`src/tm1638_pkg.sv`:
```
/*
 * TM1638 board constants, command bytes and shared types
 */
`default_nettype none

package tm1638_pkg;

    typedef logic [6:0] seg_t;     // segments a..g, a in bit 0
    typedef logic [7:0] tm_byte_t;
    typedef logic [7:0] keys_t;

    localparam int unsigned num_digits = 8;
    localparam int unsigned num_reads  = 4;   // key bytes per frame

    // command bytes
    localparam tm_byte_t cmd_write_auto = 8'h40;
    localparam tm_byte_t cmd_disp_addr  = 8'hC0;   // address 0
    localparam tm_byte_t cmd_disp_on    = 8'h8F;   // full brightness
    localparam tm_byte_t cmd_key_read   = 8'h42;

endpackage

`default_nettype wire

```
`src/tm_byte_if.sv`:
```
/*
 * byte transfer request and completion, sequencer to serial engine
 */
`timescale 1ns/10ps
`default_nettype none

interface tm_byte_if;

    logic                  start;
    tm1638_pkg::tm_byte_t  tx_byte;
    logic                  is_read;
    logic                  last_in_group;  // strobe released after this byte
    logic                  done;

    modport seq (
        output start, tx_byte, is_read, last_in_group,
        input  done
    );

    modport eng (
        input  start, tx_byte, is_read, last_in_group,
        output done
    );

endinterface

`default_nettype wire

```
`src/tm1638_frame_seq.sv`:
```
/*
 * frame timer and per-frame byte sequencer
 * display byte selection from latched segment, dot and LED inputs
 */
`timescale 1ns/10ps
`default_nettype none

module tm1638_frame_seq #(
    parameter int unsigned clk_freq_hz = 48_000_000,
    parameter int unsigned fps         = 250
) (
    input  wire                                             clk,
    input  wire                                             n_rst,
    input  wire tm1638_pkg::seg_t [tm1638_pkg::num_digits-1:0] seg_i,
    input  wire [7:0]                                       dots_i,
    input  wire [7:0]                                       leds_i,
    output logic                                            frame_req_o,
    tm_byte_if.seq                                          bus
);

    localparam int unsigned frame_len = clk_freq_hz / fps;
    localparam int unsigned cnt_w     = (frame_len > 1) ? $clog2(frame_len) : 1;
    localparam logic [4:0]  last_step = 5'd23;

    logic [cnt_w-1:0] tick_cnt;
    logic             frame_tick;
    logic             busy;
    logic [4:0]       step;
    logic [4:0]       disp_idx;

    tm1638_pkg::seg_t [tm1638_pkg::num_digits-1:0] seg_q;
    logic [7:0] dots_q;
    logic [7:0] leds_q;

    assign frame_tick = (tick_cnt == cnt_w'(frame_len - 1));
    assign disp_idx   = step - 5'd2;

    always_ff @(posedge clk or negedge n_rst) begin
        if (!n_rst) begin
            tick_cnt <= '0;
        end else if (frame_tick) begin
            tick_cnt <= '0;
        end else begin
            tick_cnt <= tick_cnt + 1'b1;
        end
    end

    // ticks during a running frame are dropped
    always_ff @(posedge clk or negedge n_rst) begin
        if (!n_rst) begin
            frame_req_o <= 1'b0;
            busy        <= 1'b0;
            step        <= '0;
            bus.start   <= 1'b0;
        end else begin
            frame_req_o <= 1'b0;
            bus.start   <= 1'b0;
            if (frame_tick && !busy) begin
                frame_req_o <= 1'b1;
                busy        <= 1'b1;
                step        <= '0;
                bus.start   <= 1'b1;
            end else if (busy && bus.done) begin
                if (step == last_step) begin
                    busy <= 1'b0;
                end else begin
                    step      <= step + 5'd1;
                    bus.start <= 1'b1;
                end
            end
        end
    end

    // display inputs held in the frame_req_o cycle
    always_ff @(posedge clk) begin
        if (frame_req_o) begin
            seg_q  <= seg_i;
            dots_q <= dots_i;
            leds_q <= leds_i;
        end
    end

    always_comb begin
        bus.tx_byte       = tm1638_pkg::cmd_write_auto;
        bus.is_read       = 1'b0;
        bus.last_in_group = 1'b0;
        if (step == 5'd0) begin
            bus.last_in_group = 1'b1;
        end else if (step == 5'd1) begin
            bus.tx_byte = tm1638_pkg::cmd_disp_addr;
        end else if (step <= 5'd17) begin
            if (disp_idx[0]) begin
                bus.tx_byte = {7'b0, leds_q[disp_idx[3:1]]};
            end else begin
                bus.tx_byte = {dots_q[disp_idx[3:1]], seg_q[disp_idx[3:1]]};
            end
            bus.last_in_group = (step == 5'd17);
        end else if (step == 5'd18) begin
            bus.tx_byte       = tm1638_pkg::cmd_disp_on;
            bus.last_in_group = 1'b1;
        end else if (step == 5'd19) begin
            bus.tx_byte = tm1638_pkg::cmd_key_read;
        end else begin
            bus.tx_byte       = 8'hFF;   // line released during reads
            bus.is_read       = 1'b1;
            bus.last_in_group = (step == last_step);
        end
    end

endmodule

`default_nettype wire

```
`src/tm1638_serial_engine.sv`:
```
/*
 * serial byte engine with half-period divider and bit shifter
 * drives clock, strobe and data and samples reads on rising clock
 */
`timescale 1ns/10ps
`default_nettype none

module tm1638_serial_engine #(
    parameter int unsigned clk_freq_hz  = 48_000_000,
    parameter int unsigned sclk_freq_hz = 1_000_000
) (
    input  wire                   clk,
    input  wire                   n_rst,
    tm_byte_if.eng                bus,
    input  wire                   data_i,
    output logic                  tm1638_clk_o,
    output logic                  tm1638_stb_o,
    output logic                  tm1638_data_o,
    output logic                  tm1638_oe_o,
    output logic                  rx_valid_o,
    output tm1638_pkg::tm_byte_t  rx_byte_o
);

    // rounded up
    localparam int unsigned half_div =
        (clk_freq_hz + 2 * sclk_freq_hz - 1) / (2 * sclk_freq_hz);
    localparam int unsigned div_w = (half_div > 1) ? $clog2(half_div) : 1;

    typedef enum logic [2:0] {st_idle, st_stb, st_low, st_high, st_rel} state_t;

    state_t               state;
    logic [div_w-1:0]     div_cnt;
    logic                 half_tick;
    logic [2:0]           bit_cnt;
    logic                 is_read_q;
    logic                 last_q;
    tm1638_pkg::tm_byte_t shift_q;

    assign half_tick = (state != st_idle) && (div_cnt == div_w'(half_div - 1));
    assign rx_byte_o = shift_q;

    always_ff @(posedge clk or negedge n_rst) begin
        if (!n_rst) begin
            div_cnt <= '0;
        end else if (state == st_idle || half_tick) begin
            div_cnt <= '0;
        end else begin
            div_cnt <= div_cnt + 1'b1;
        end
    end

    always_ff @(posedge clk) begin
        if (state == st_idle && bus.start) begin
            shift_q <= bus.tx_byte;
        end else if (state == st_low && half_tick) begin
            shift_q <= {is_read_q & data_i, shift_q[7:1]};  // LSB first
        end
    end

    always_ff @(posedge clk or negedge n_rst) begin
        if (!n_rst) begin
            state         <= st_idle;
            tm1638_clk_o  <= 1'b1;
            tm1638_stb_o  <= 1'b1;
            tm1638_data_o <= 1'b1;
            tm1638_oe_o   <= 1'b0;
            bus.done      <= 1'b0;
            rx_valid_o    <= 1'b0;
            bit_cnt       <= '0;
            is_read_q     <= 1'b0;
            last_q        <= 1'b0;
        end else begin
            bus.done   <= 1'b0;
            rx_valid_o <= 1'b0;
            case (state)
                st_idle: begin
                    if (bus.start) begin
                        is_read_q   <= bus.is_read;
                        last_q      <= bus.last_in_group;
                        bit_cnt     <= '0;
                        tm1638_oe_o <= ~bus.is_read;
                        if (bus.is_read) begin
                            tm1638_data_o <= 1'b1;
                        end
                        if (tm1638_stb_o) begin  // new group needs strobe setup first
                            tm1638_stb_o <= 1'b0;
                            state        <= st_stb;
                        end else begin
                            tm1638_clk_o <= 1'b0;
                            state        <= st_low;
                        end
                    end
                end
                st_stb: begin
                    if (half_tick) begin
                        tm1638_clk_o <= 1'b0;
                        state        <= st_low;
                    end
                end
                st_low: begin
                    if (div_cnt == '0 && !is_read_q) begin
                        tm1638_data_o <= shift_q[0];
                    end
                    if (half_tick) begin
                        tm1638_clk_o <= 1'b1;
                        rx_valid_o   <= is_read_q && (bit_cnt == 3'd7);
                        state        <= st_high;
                    end
                end
                st_high: begin
                    if (half_tick) begin
                        if (bit_cnt != 3'd7) begin
                            bit_cnt      <= bit_cnt + 3'd1;
                            tm1638_clk_o <= 1'b0;
                            state        <= st_low;
                        end else if (last_q) begin
                            tm1638_stb_o  <= 1'b1;
                            tm1638_data_o <= 1'b1;
                            state         <= st_rel;
                        end else begin
                            bus.done <= 1'b1;
                            state    <= st_idle;
                        end
                    end
                end
                st_rel: begin
                    if (half_tick) begin  // strobe high gap before next group
                        bus.done <= 1'b1;
                        state    <= st_idle;
                    end
                end
                default: state <= st_idle;
            endcase
        end
    end

endmodule

`default_nettype wire

```
`src/tm1638_key_capture.sv`:
```
/*
 * key capture from the four read bytes of a frame
 */
`timescale 1ns/10ps
`default_nettype none

module tm1638_key_capture (
    input  wire                        clk,
    input  wire                        n_rst,
    input  wire                        rx_valid_i,
    input  wire tm1638_pkg::tm_byte_t  rx_byte_i,
    output tm1638_pkg::keys_t          keys_o
);

    logic [1:0]        rd_cnt;
    logic [2:0]        hi_idx;
    tm1638_pkg::keys_t stage_q;
    tm1638_pkg::keys_t stage_nxt;

    // byte j carries keys 7-2j and 6-2j
    assign hi_idx = 3'd7 - {rd_cnt, 1'b0};

    always_comb begin
        stage_nxt                  = stage_q;
        stage_nxt[hi_idx]          = rx_byte_i[0];
        stage_nxt[hi_idx - 3'd1]   = rx_byte_i[4];
    end

    always_ff @(posedge clk) begin
        if (rx_valid_i) begin
            stage_q <= stage_nxt;
        end
    end

    always_ff @(posedge clk or negedge n_rst) begin
        if (!n_rst) begin
            rd_cnt <= '0;
            keys_o <= '0;
        end else if (rx_valid_i) begin
            rd_cnt <= rd_cnt + 2'd1;  // wraps each frame
            if (rd_cnt == 2'(tm1638_pkg::num_reads - 1)) begin
                keys_o <= stage_nxt;
            end
        end
    end

endmodule

`default_nettype wire

```
`src/tm1638_drv.sv`:
```
/*
 * TM1638 LED and key board driver, top level
 */
`timescale 1ns/10ps
`default_nettype none

module tm1638_drv #(
    parameter int unsigned clk_freq_hz  = 48_000_000,
    parameter int unsigned sclk_freq_hz = 1_000_000,
    parameter int unsigned fps          = 250
) (
    input  wire                    clk,
    input  wire                    n_rst,
    input  wire tm1638_pkg::seg_t  seg0_i,
    input  wire tm1638_pkg::seg_t  seg1_i,
    input  wire tm1638_pkg::seg_t  seg2_i,
    input  wire tm1638_pkg::seg_t  seg3_i,
    input  wire tm1638_pkg::seg_t  seg4_i,
    input  wire tm1638_pkg::seg_t  seg5_i,
    input  wire tm1638_pkg::seg_t  seg6_i,
    input  wire tm1638_pkg::seg_t  seg7_i,
    input  wire [7:0]              dots_i,
    input  wire [7:0]              leds_i,
    input  wire                    data_i,
    output logic                   frame_req_o,
    output logic                   tm1638_clk_o,
    output logic                   tm1638_stb_o,
    output logic                   tm1638_data_o,
    output logic                   tm1638_oe_o,
    output tm1638_pkg::keys_t      keys_o
);

    tm_byte_if byte_bus ();

    logic                 rx_valid;
    tm1638_pkg::tm_byte_t rx_byte;

    tm1638_frame_seq #(
        .clk_freq_hz (clk_freq_hz),
        .fps         (fps)
    ) i_frame_seq (
        .clk         (clk),
        .n_rst       (n_rst),
        .seg_i       ({seg7_i, seg6_i, seg5_i, seg4_i, seg3_i, seg2_i, seg1_i, seg0_i}),
        .dots_i      (dots_i),
        .leds_i      (leds_i),
        .frame_req_o (frame_req_o),
        .bus         (byte_bus)
    );

    tm1638_serial_engine #(
        .clk_freq_hz  (clk_freq_hz),
        .sclk_freq_hz (sclk_freq_hz)
    ) i_serial_engine (
        .clk           (clk),
        .n_rst         (n_rst),
        .bus           (byte_bus),
        .data_i        (data_i),
        .tm1638_clk_o  (tm1638_clk_o),
        .tm1638_stb_o  (tm1638_stb_o),
        .tm1638_data_o (tm1638_data_o),
        .tm1638_oe_o   (tm1638_oe_o),
        .rx_valid_o    (rx_valid),
        .rx_byte_o     (rx_byte)
    );

    tm1638_key_capture i_key_capture (
        .clk        (clk),
        .n_rst      (n_rst),
        .rx_valid_i (rx_valid),
        .rx_byte_i  (rx_byte),
        .keys_o     (keys_o)
    );

endmodule

`default_nettype wire

```
`config.mk`:
```
export PLATFORM = sky130hd
export DESIGN_NAME = tm1638_drv
export DESIGN_NICKNAME = d
export VERILOG_FILES = /design/src/tm1638_pkg.sv /design/src/tm_byte_if.sv /design/src/tm1638_frame_seq.sv /design/src/tm1638_serial_engine.sv /design/src/tm1638_key_capture.sv /design/src/tm1638_drv.sv
export SDC_FILE = /design/constraint.sdc
export NUM_CORES = 1
export LEC_CHECK = 0
export ABC_AREA = 1
export BUFFER_PORTS_ARGS = -buffer_cell sky130_fd_sc_hd__buf_2
export CAP_MARGIN = 20
export CORE_MARGIN = 2
export CORE_UTILIZATION = 45
export DETAILED_ROUTE_END_ITERATION = 6
export GPL_ROUTABILITY_DRIVEN = 0
export GPL_TIMING_DRIVEN = 0
export MAX_ROUTING_LAYER = met4
export SYNTH_ARGS = -nofsm -noshare
export SYNTH_HDL_FRONTEND = slang
export SYNTH_SLANG_ARGS = --single-unit
```
`constraint.sdc`:
```
create_clock -name clk -period 6.3 [get_ports clk]
set_input_delay 0.63 -clock clk [delete_from_list [all_inputs] [get_ports clk]]
set_output_delay 0.63 -clock clk [all_outputs]
set_load 0.02 [all_outputs]
```
# --- Word-level counts from Yosys, hierarchy flattened ---
# Index checks and enable logic that the tools add are counted.
op_classes:
  addsub: 8
  n_reduce_logical: 31
  eq_ne: 26
  bitwise_logic: 2
  muxes: 78
  magnitude_cmp: 6
ops:
  columns: ["operator", "count"]
  rows:
  - ["8-bit two-way mux", 8]
  - ["1-bit two-way mux", 40]
  - ["3-bit two-way mux", 10]
  - ["5-bit equality test (second input constant)", 5]
  - ["7-bit binary-select mux with 3-bit select", 1]
  - ["5-bit two-way mux", 4]
  - ["18-bit by 1-bit adder with 18-bit output (second input constant)", 1]
  - ["18-bit equality test (second input constant)", 1]
  - ["18-bit two-way mux", 1]
  - ["8-bit bitwise mux", 2]
  - ["2-bit by 1-bit inequality test with 1-bit output (second input constant)", 8]
  - ["3-bit one-hot mux with 5 select lines", 1]
  - ["7-bit AND reduction", 2]
  - ["3-bit by 4-bit < comparator with 1-bit output (second input constant)", 3]
  - ["5-bit by 1-bit adder with 5-bit output (second input constant)", 2]
  - ["5-bit logical NOT", 2]
  - ["5-bit AND reduction", 2]
  - ["1-bit logical AND", 9]
  - ["2-bit inequality test (second input constant)", 4]
  - ["2-bit AND reduction", 4]
  - ["2-bit nonzero test", 4]
  - ["7-bit two-way mux", 1]
  - ["1-bit binary-select mux with 3-bit select", 2]
  - ["1-bit demux with 3-bit select", 2]
  - ["other kinds (26)", 32]
totals:
  register_bits: 143

# --- Depth between registers and ports, before layout ---
depth:
  depth_word: 9
  ltp_mapped: 15
  depth_no_buf: 11

# --- By module ---
# Synthesis repeated with hierarchy kept, for this count alone.
unflattened:
  hier_cells: 656
  hier_area_um2: 6586.3
modules_own_cells:
  columns: ["mod", "seq_area_each_um2", "cells_each", "instances", "area_per_inst_um2"]
  rows:
  - ["tm1638_frame_seq", 2812.7, 424, 1, 4524.3]
  - ["tm1638_serial_engine", 719.4, 159, 1, 1358.8]
  - ["tm1638_key_capture", 430.4, 73, 1, 703.2]

# --- Worst setup path after synthesis ---
# No wires, ideal clock.
synth_path:
  kind: "reg-to-output"
  startpoint: "register i_frame_seq.frame_req_o"
  endpoint: "output port frame_req_o"
  setup_slack_ps: 3802
  arrival_time_ps: 1868
  stages_incl_launch_ff: 1
  cell_sequence: "dfrtp_1"
synth_rtl:
  columns: ["element", "line_no", "rtl"]
  rows:
  - ["start: declaration", "tm1638_frame_seq.sv:17", "output logic frame_req_o,"]
  - ["start signal: assignment", "tm1638_frame_seq.sv:51", "frame_req_o <= 1'b0;"]
  - ["start signal: assignment", "tm1638_frame_seq.sv:56", "frame_req_o <= 1'b0;"]
  - ["start signal: assignment", "tm1638_frame_seq.sv:59", "frame_req_o <= 1'b1;"]
  - ["end: declaration", "tm1638_drv.sv:25", "output logic frame_req_o,"]
# No word-level cell between the ends.

# --- Worst setup path after layout ---
layout_path:
  startpoint: "register i_frame_seq.step[1]"
  endpoint: "register i_serial_engine.shift_q[7] (netlist: i_serial_engine.rx_byte_o[7]), data pin"
layout_via:
  elab_chain_len: 8
  elab_cells_between_ends: 15
  cone_classes: "add/sub: 1; order compare: 1; eq/ne: 3; mux: 9; reduce/logical: 1"
layout_rtl:
  columns: ["element", "line_no", "rtl"]
  rows:
  - ["start: declaration", "tm1638_frame_seq.sv:28", "logic [4:0] step;"]
  - ["start signal: assignment", "tm1638_frame_seq.sv:67", "step <= step + 5'd1;"]
  - ["4-bit by 2-bit subtractor with 4-bit output", "tm1638_frame_seq.sv:36", "assign disp_idx = step - 5'd2;"]
  - ["1-bit binary-select mux with 3-bit select", "tm1638_frame_seq.sv:95", "bus.tx_byte = {dots_q[disp_idx[3:1]], seg_q[disp_idx[3:1]]};"]
  - ["1-bit two-way mux (not written as such)", "tm1638_frame_seq.sv:95", null]
  - ["8-bit two-way mux", "tm1638_frame_seq.sv:92", "if (disp_idx[0]) begin"]
  - ["8-bit two-way mux", "tm1638_frame_seq.sv:91", "end else if (step <= 5'd17) begin"]
  - ["8-bit two-way mux", "tm1638_frame_seq.sv:89", "end else if (step == 5'd1) begin"]
  - ["8-bit two-way mux *", "tm1638_frame_seq.sv:87", "if (step == 5'd0) begin"]
  - ["8-bit two-way mux *", "tm1638_serial_engine.sv:53", "if (state == st_idle && bus.start) begin"]
  - ["end signal: assignment", "tm1638_serial_engine.sv:54", "shift_q <= bus.tx_byte;"]
  - ["end signal: assignment", "tm1638_serial_engine.sv:56", "shift_q <= {is_read_q & data_i, shift_q[7:1]};"]
  - ["end: declaration", "tm1638_serial_engine.sv:37", "tm1638_pkg::tm_byte_t shift_q;"]
# Every way passes the cells marked *; elsewhere a longest branch is shown, timed or not. The select of a mux whose other input is x is not followed.
# A chain may end at the register's enable or synchronous reset.

==> results.yml <==
outcome:
  status: "completed"
clocking:
  cts_resized: 0
  clk_latency_ps: 420
  clk_pin_slew_ps: 60
  numClockSinks: 141
  cts_max_level: 4
  hold_buffers: 0
  clk_path_buf_depth: 2
  cts_tree: "yes"
  cts_buffers: 17
  post_cts_buffers: 0
  cts-root-buf: "clkbuf_16"
setup_path:
  critical_path_class: "register to register"
  rrSetupSlack_ps: 3680
  end_kind: "register"
  cp_max_fo: 13
  startpoint_type: "register"
  crit_required_ps: 6460
  reg2reg_depth: 15
  reg2reg_from: "i_frame_seq.step[1]$_DFFE_PN0P_"
  crit_start: "i_frame_seq.step[1]$_DFFE_PN0P_"
  worstPathArrival_ps: 2780
  r2r-end: "i_serial_engine.rx_byte_o[7]$_DFFE_PP_"
  setup.worst_path.end: "i_serial_engine.rx_byte_o[7]$_DFFE_PP_"
yosys:
  ys_seq_area_share_pct: 61.1
  synth_cells: 621
  synth_edf_count: 86
  yosys.area_share.simple_pct: 20.5
  synth-main-ff-cell: "edfxtp_1"
  synth_top_area_share_pct: 39.8
  ys_ff_latch: 141
  ys_top_cells_by_area: "edfxtp_1, dfrtp_1, nand2_1"
  syn_avg_cell_area_um2: 10.4
  yosys_warnings: 0
  synth_compound_area_share_pct: 7.40
  yosys-top-cells-count: "nand2_1, edfxtp_1, nor2_1"
  synthXorXnorAreaFrac_pct: 2.53
  synth_top_family_by_area: "simple AND/OR/NAND/NOR gates"
  ys_async_sr_fraction_pct: 39.0
  synth_mux_area_share_pct: 0.154
  yosysTopAreaCell: "edfxtp_1"
  syn_area_mm2: 0.00649
  synth.distinct_cells: 47
  synth_nets: 712
  yosysMostFrequentCell: "nand2_1"
  synthAdderAreaFrac_pct: 3.09
route:
  wire_per_inst_um: 13.9
  wl_um: 12800
  drc_errors: 0
  vias_per_cell: 4.96
  drtIter0Drc: 202
  num_vias: 4567
  drtPass1Iterations: 4
  drtAntennaViolNets: 0
grt:
  grt_max_degree: 74
  grt_pass1_wl_um: 21300
  track_usage_pct: 18.7
  antenna_found_initial: 0
  grt_pass1_vias: 4580
  grt_overflow_total: 0
floorplanning:
  die_area_mm2: 0.0154
  start_util_pct: 46.4
  io_pins: 88
  die_w_um: 124
  rows: 43
  core_mm2: 0.0140
  die_height_um: 124
power_and_ir_drop:
  p_sw_uw: 381
  seqPwrFrac_pct: 49.3
  intPower_mw: 1.61
  peakVddDrop_mv: 0.205
  power_density_mw_per_mm2: 257
  leakage_nw: 3.41
  p_sw_share_pct: 19.1
  pwr-share-clk_pct: 49.2
  p_comb_share_pct: 1.6
timing:
  relSlewSlack_pct: 38.5
  hold_viol: 0
  timing.hold.ws_ps: 168
  setup_tns_ps: 0
  timing.fmax_ghz: 0.382
  worst_pin_slew_ps: 923
  rsz0062_at_grt: "no"
  period_minus_slack_ps: 2620
  skew_ps: 14.8
  fin_crit_sh_pct: 41.6
  setup_viol: 0
  slew_violations: 0
job:
  drv_cap: 0
cells_and_area:
  antenna_cells: 0
  nNetsFinal: 819
  area_growth_pct: 19.4
  fill_cells: 1269
  finalNonFillerCells: 920
  layout-drive-gt1-share_pct: 22.6
worst_hold_path:
  min_path_type: "input pin to async pin"
placed_design:
  port_buffers: 87
  dpl.hpwl_um: 9320
  dp.cells: 889
power by group through the flow:
stage / registers, mW / logic (mW) / clock network (mW)
detailed placement: 1.00 / 0.0321 / 0
CTS: 0.981 / 0.0322 / 1.00
floorplan: 1.00 / 0.00000135 / 0
global route: 0.981 / 0.0357 / 1.04
finish: 0.981 / 0.0313 / 0.980
global placement: 1.00 / 0.0303 / 0
stage by stage:
step	setup slack, ps	area, um2	utilization (%)	total power, mW
2_1_floorplan	3800	6490	-	1.00
3_3_place_gp	2950	7150	51.1	1.03
3_5_place_dp	3670	7170	51.3	1.03
4_1_cts	3660	7750	55.4	2.01
5_1_grt	3410	7750	55.4	2.06
6_report	3680	7750	55.4	1.99
sequential cells by signal, indices dropped and copies added (netlist names), 2 cells and up:
name and count:
i_key_capture.keys_o 8, i_key_capture.rd_cnt 2, i_serial_engine.rx_byte_o 8, i_frame_seq.leds_q 8
i_frame_seq.tick_cnt 18, i_serial_engine.state 3, i_frame_seq.seg_q 56, i_frame_seq.dots_q 8
i_serial_engine.bit_cnt 3, i_frame_seq.step 5, i_serial_engine.div_cnt 5, i_key_capture.stage_q 6
worst max-delay path, stage by stage (launching register included):
cell	delay (ps)
dfrtp_1	410
buf_4	210
inv_2	50
buf_6	140
buf_6	150
ha_1	310
buf_2	250
inv_1	190
nand3_1	130
nand3_1	80
nand3_1	160
nand2_1	80
nand2_1	60
nand2_1	40
nand2_1	50
nand2_1	50
layout by cell type, fill, tap and decap left out, drive strengths merged, types with 2 or more instances in the layout:
master	n
inv	64
nand3	49
dfstp	3
a31oi	2
ha	16
nor2	87
xnor2	4
xor2	13
or2	2
a21oi	18
bufinv	3
nand2	134
nor3b	2
o21ai	37
a32o	2
o211ai	11
dfrtp	52
o21bai	2
clkbuf	21
clkinv	10
nor3	7
edfxtp	86
buf	99
nand4	7
layout make-up:
cell class	instances	area, um2	area share (%)
well taps	180	225	2.91
repair buffers	88	455	5.88
clock inverters	14	151	1.95
multi-input cells	401	2180	28.2
inverters	64	240	3.10
clock buffers	17	425	5.49
plain buffers	15	104	1.34
flip-flops and latches	141	3970	51.2
how the worst min path moves through the flow:
stage                                                   start                                   endpoint  slack [ps]  depth (start not counted)
global route                                            n_rst          i_frame_seq.tick_cnt[9]$_DFF_PN0_         190                          1
finish                                                  n_rst          i_frame_seq.tick_cnt[9]$_DFF_PN0_         170                          1
detailed placement  i_serial_engine.tm1638_data_o$_DFFE_PN1P_  i_serial_engine.tm1638_data_o$_DFFE_PN1P_         460                          2
floorplan                                               n_rst            i_frame_seq.bus.start$_DFF_PN0_         330                          0
CTS                                                     n_rst          i_frame_seq.tick_cnt[9]$_DFF_PN0_         170                          1
global placement    i_serial_engine.tm1638_data_o$_DFFE_PN1P_  i_serial_engine.tm1638_data_o$_DFFE_PN1P_         450                          2
cell families (layout without fill, tap and decap cells):
group,Yosys count,in the layout
AOI/OAI and AO/OA,78,78
xor gates and xnor gates,17,17
adders and majority gates,16,16
buffers and inverters,79,198
DFF,141,141
muxes,1,1
and+or+nand+nor,289,289
per-layer routing:
metal / wire length [um] / track usage (%)
met5: 0 / -
met4: 146 / 6.11
met3: 555 / 5.40
met2: 6030 / 29.0
met1: 6090 / 23.8
Power figures use the tool's default switching activity.
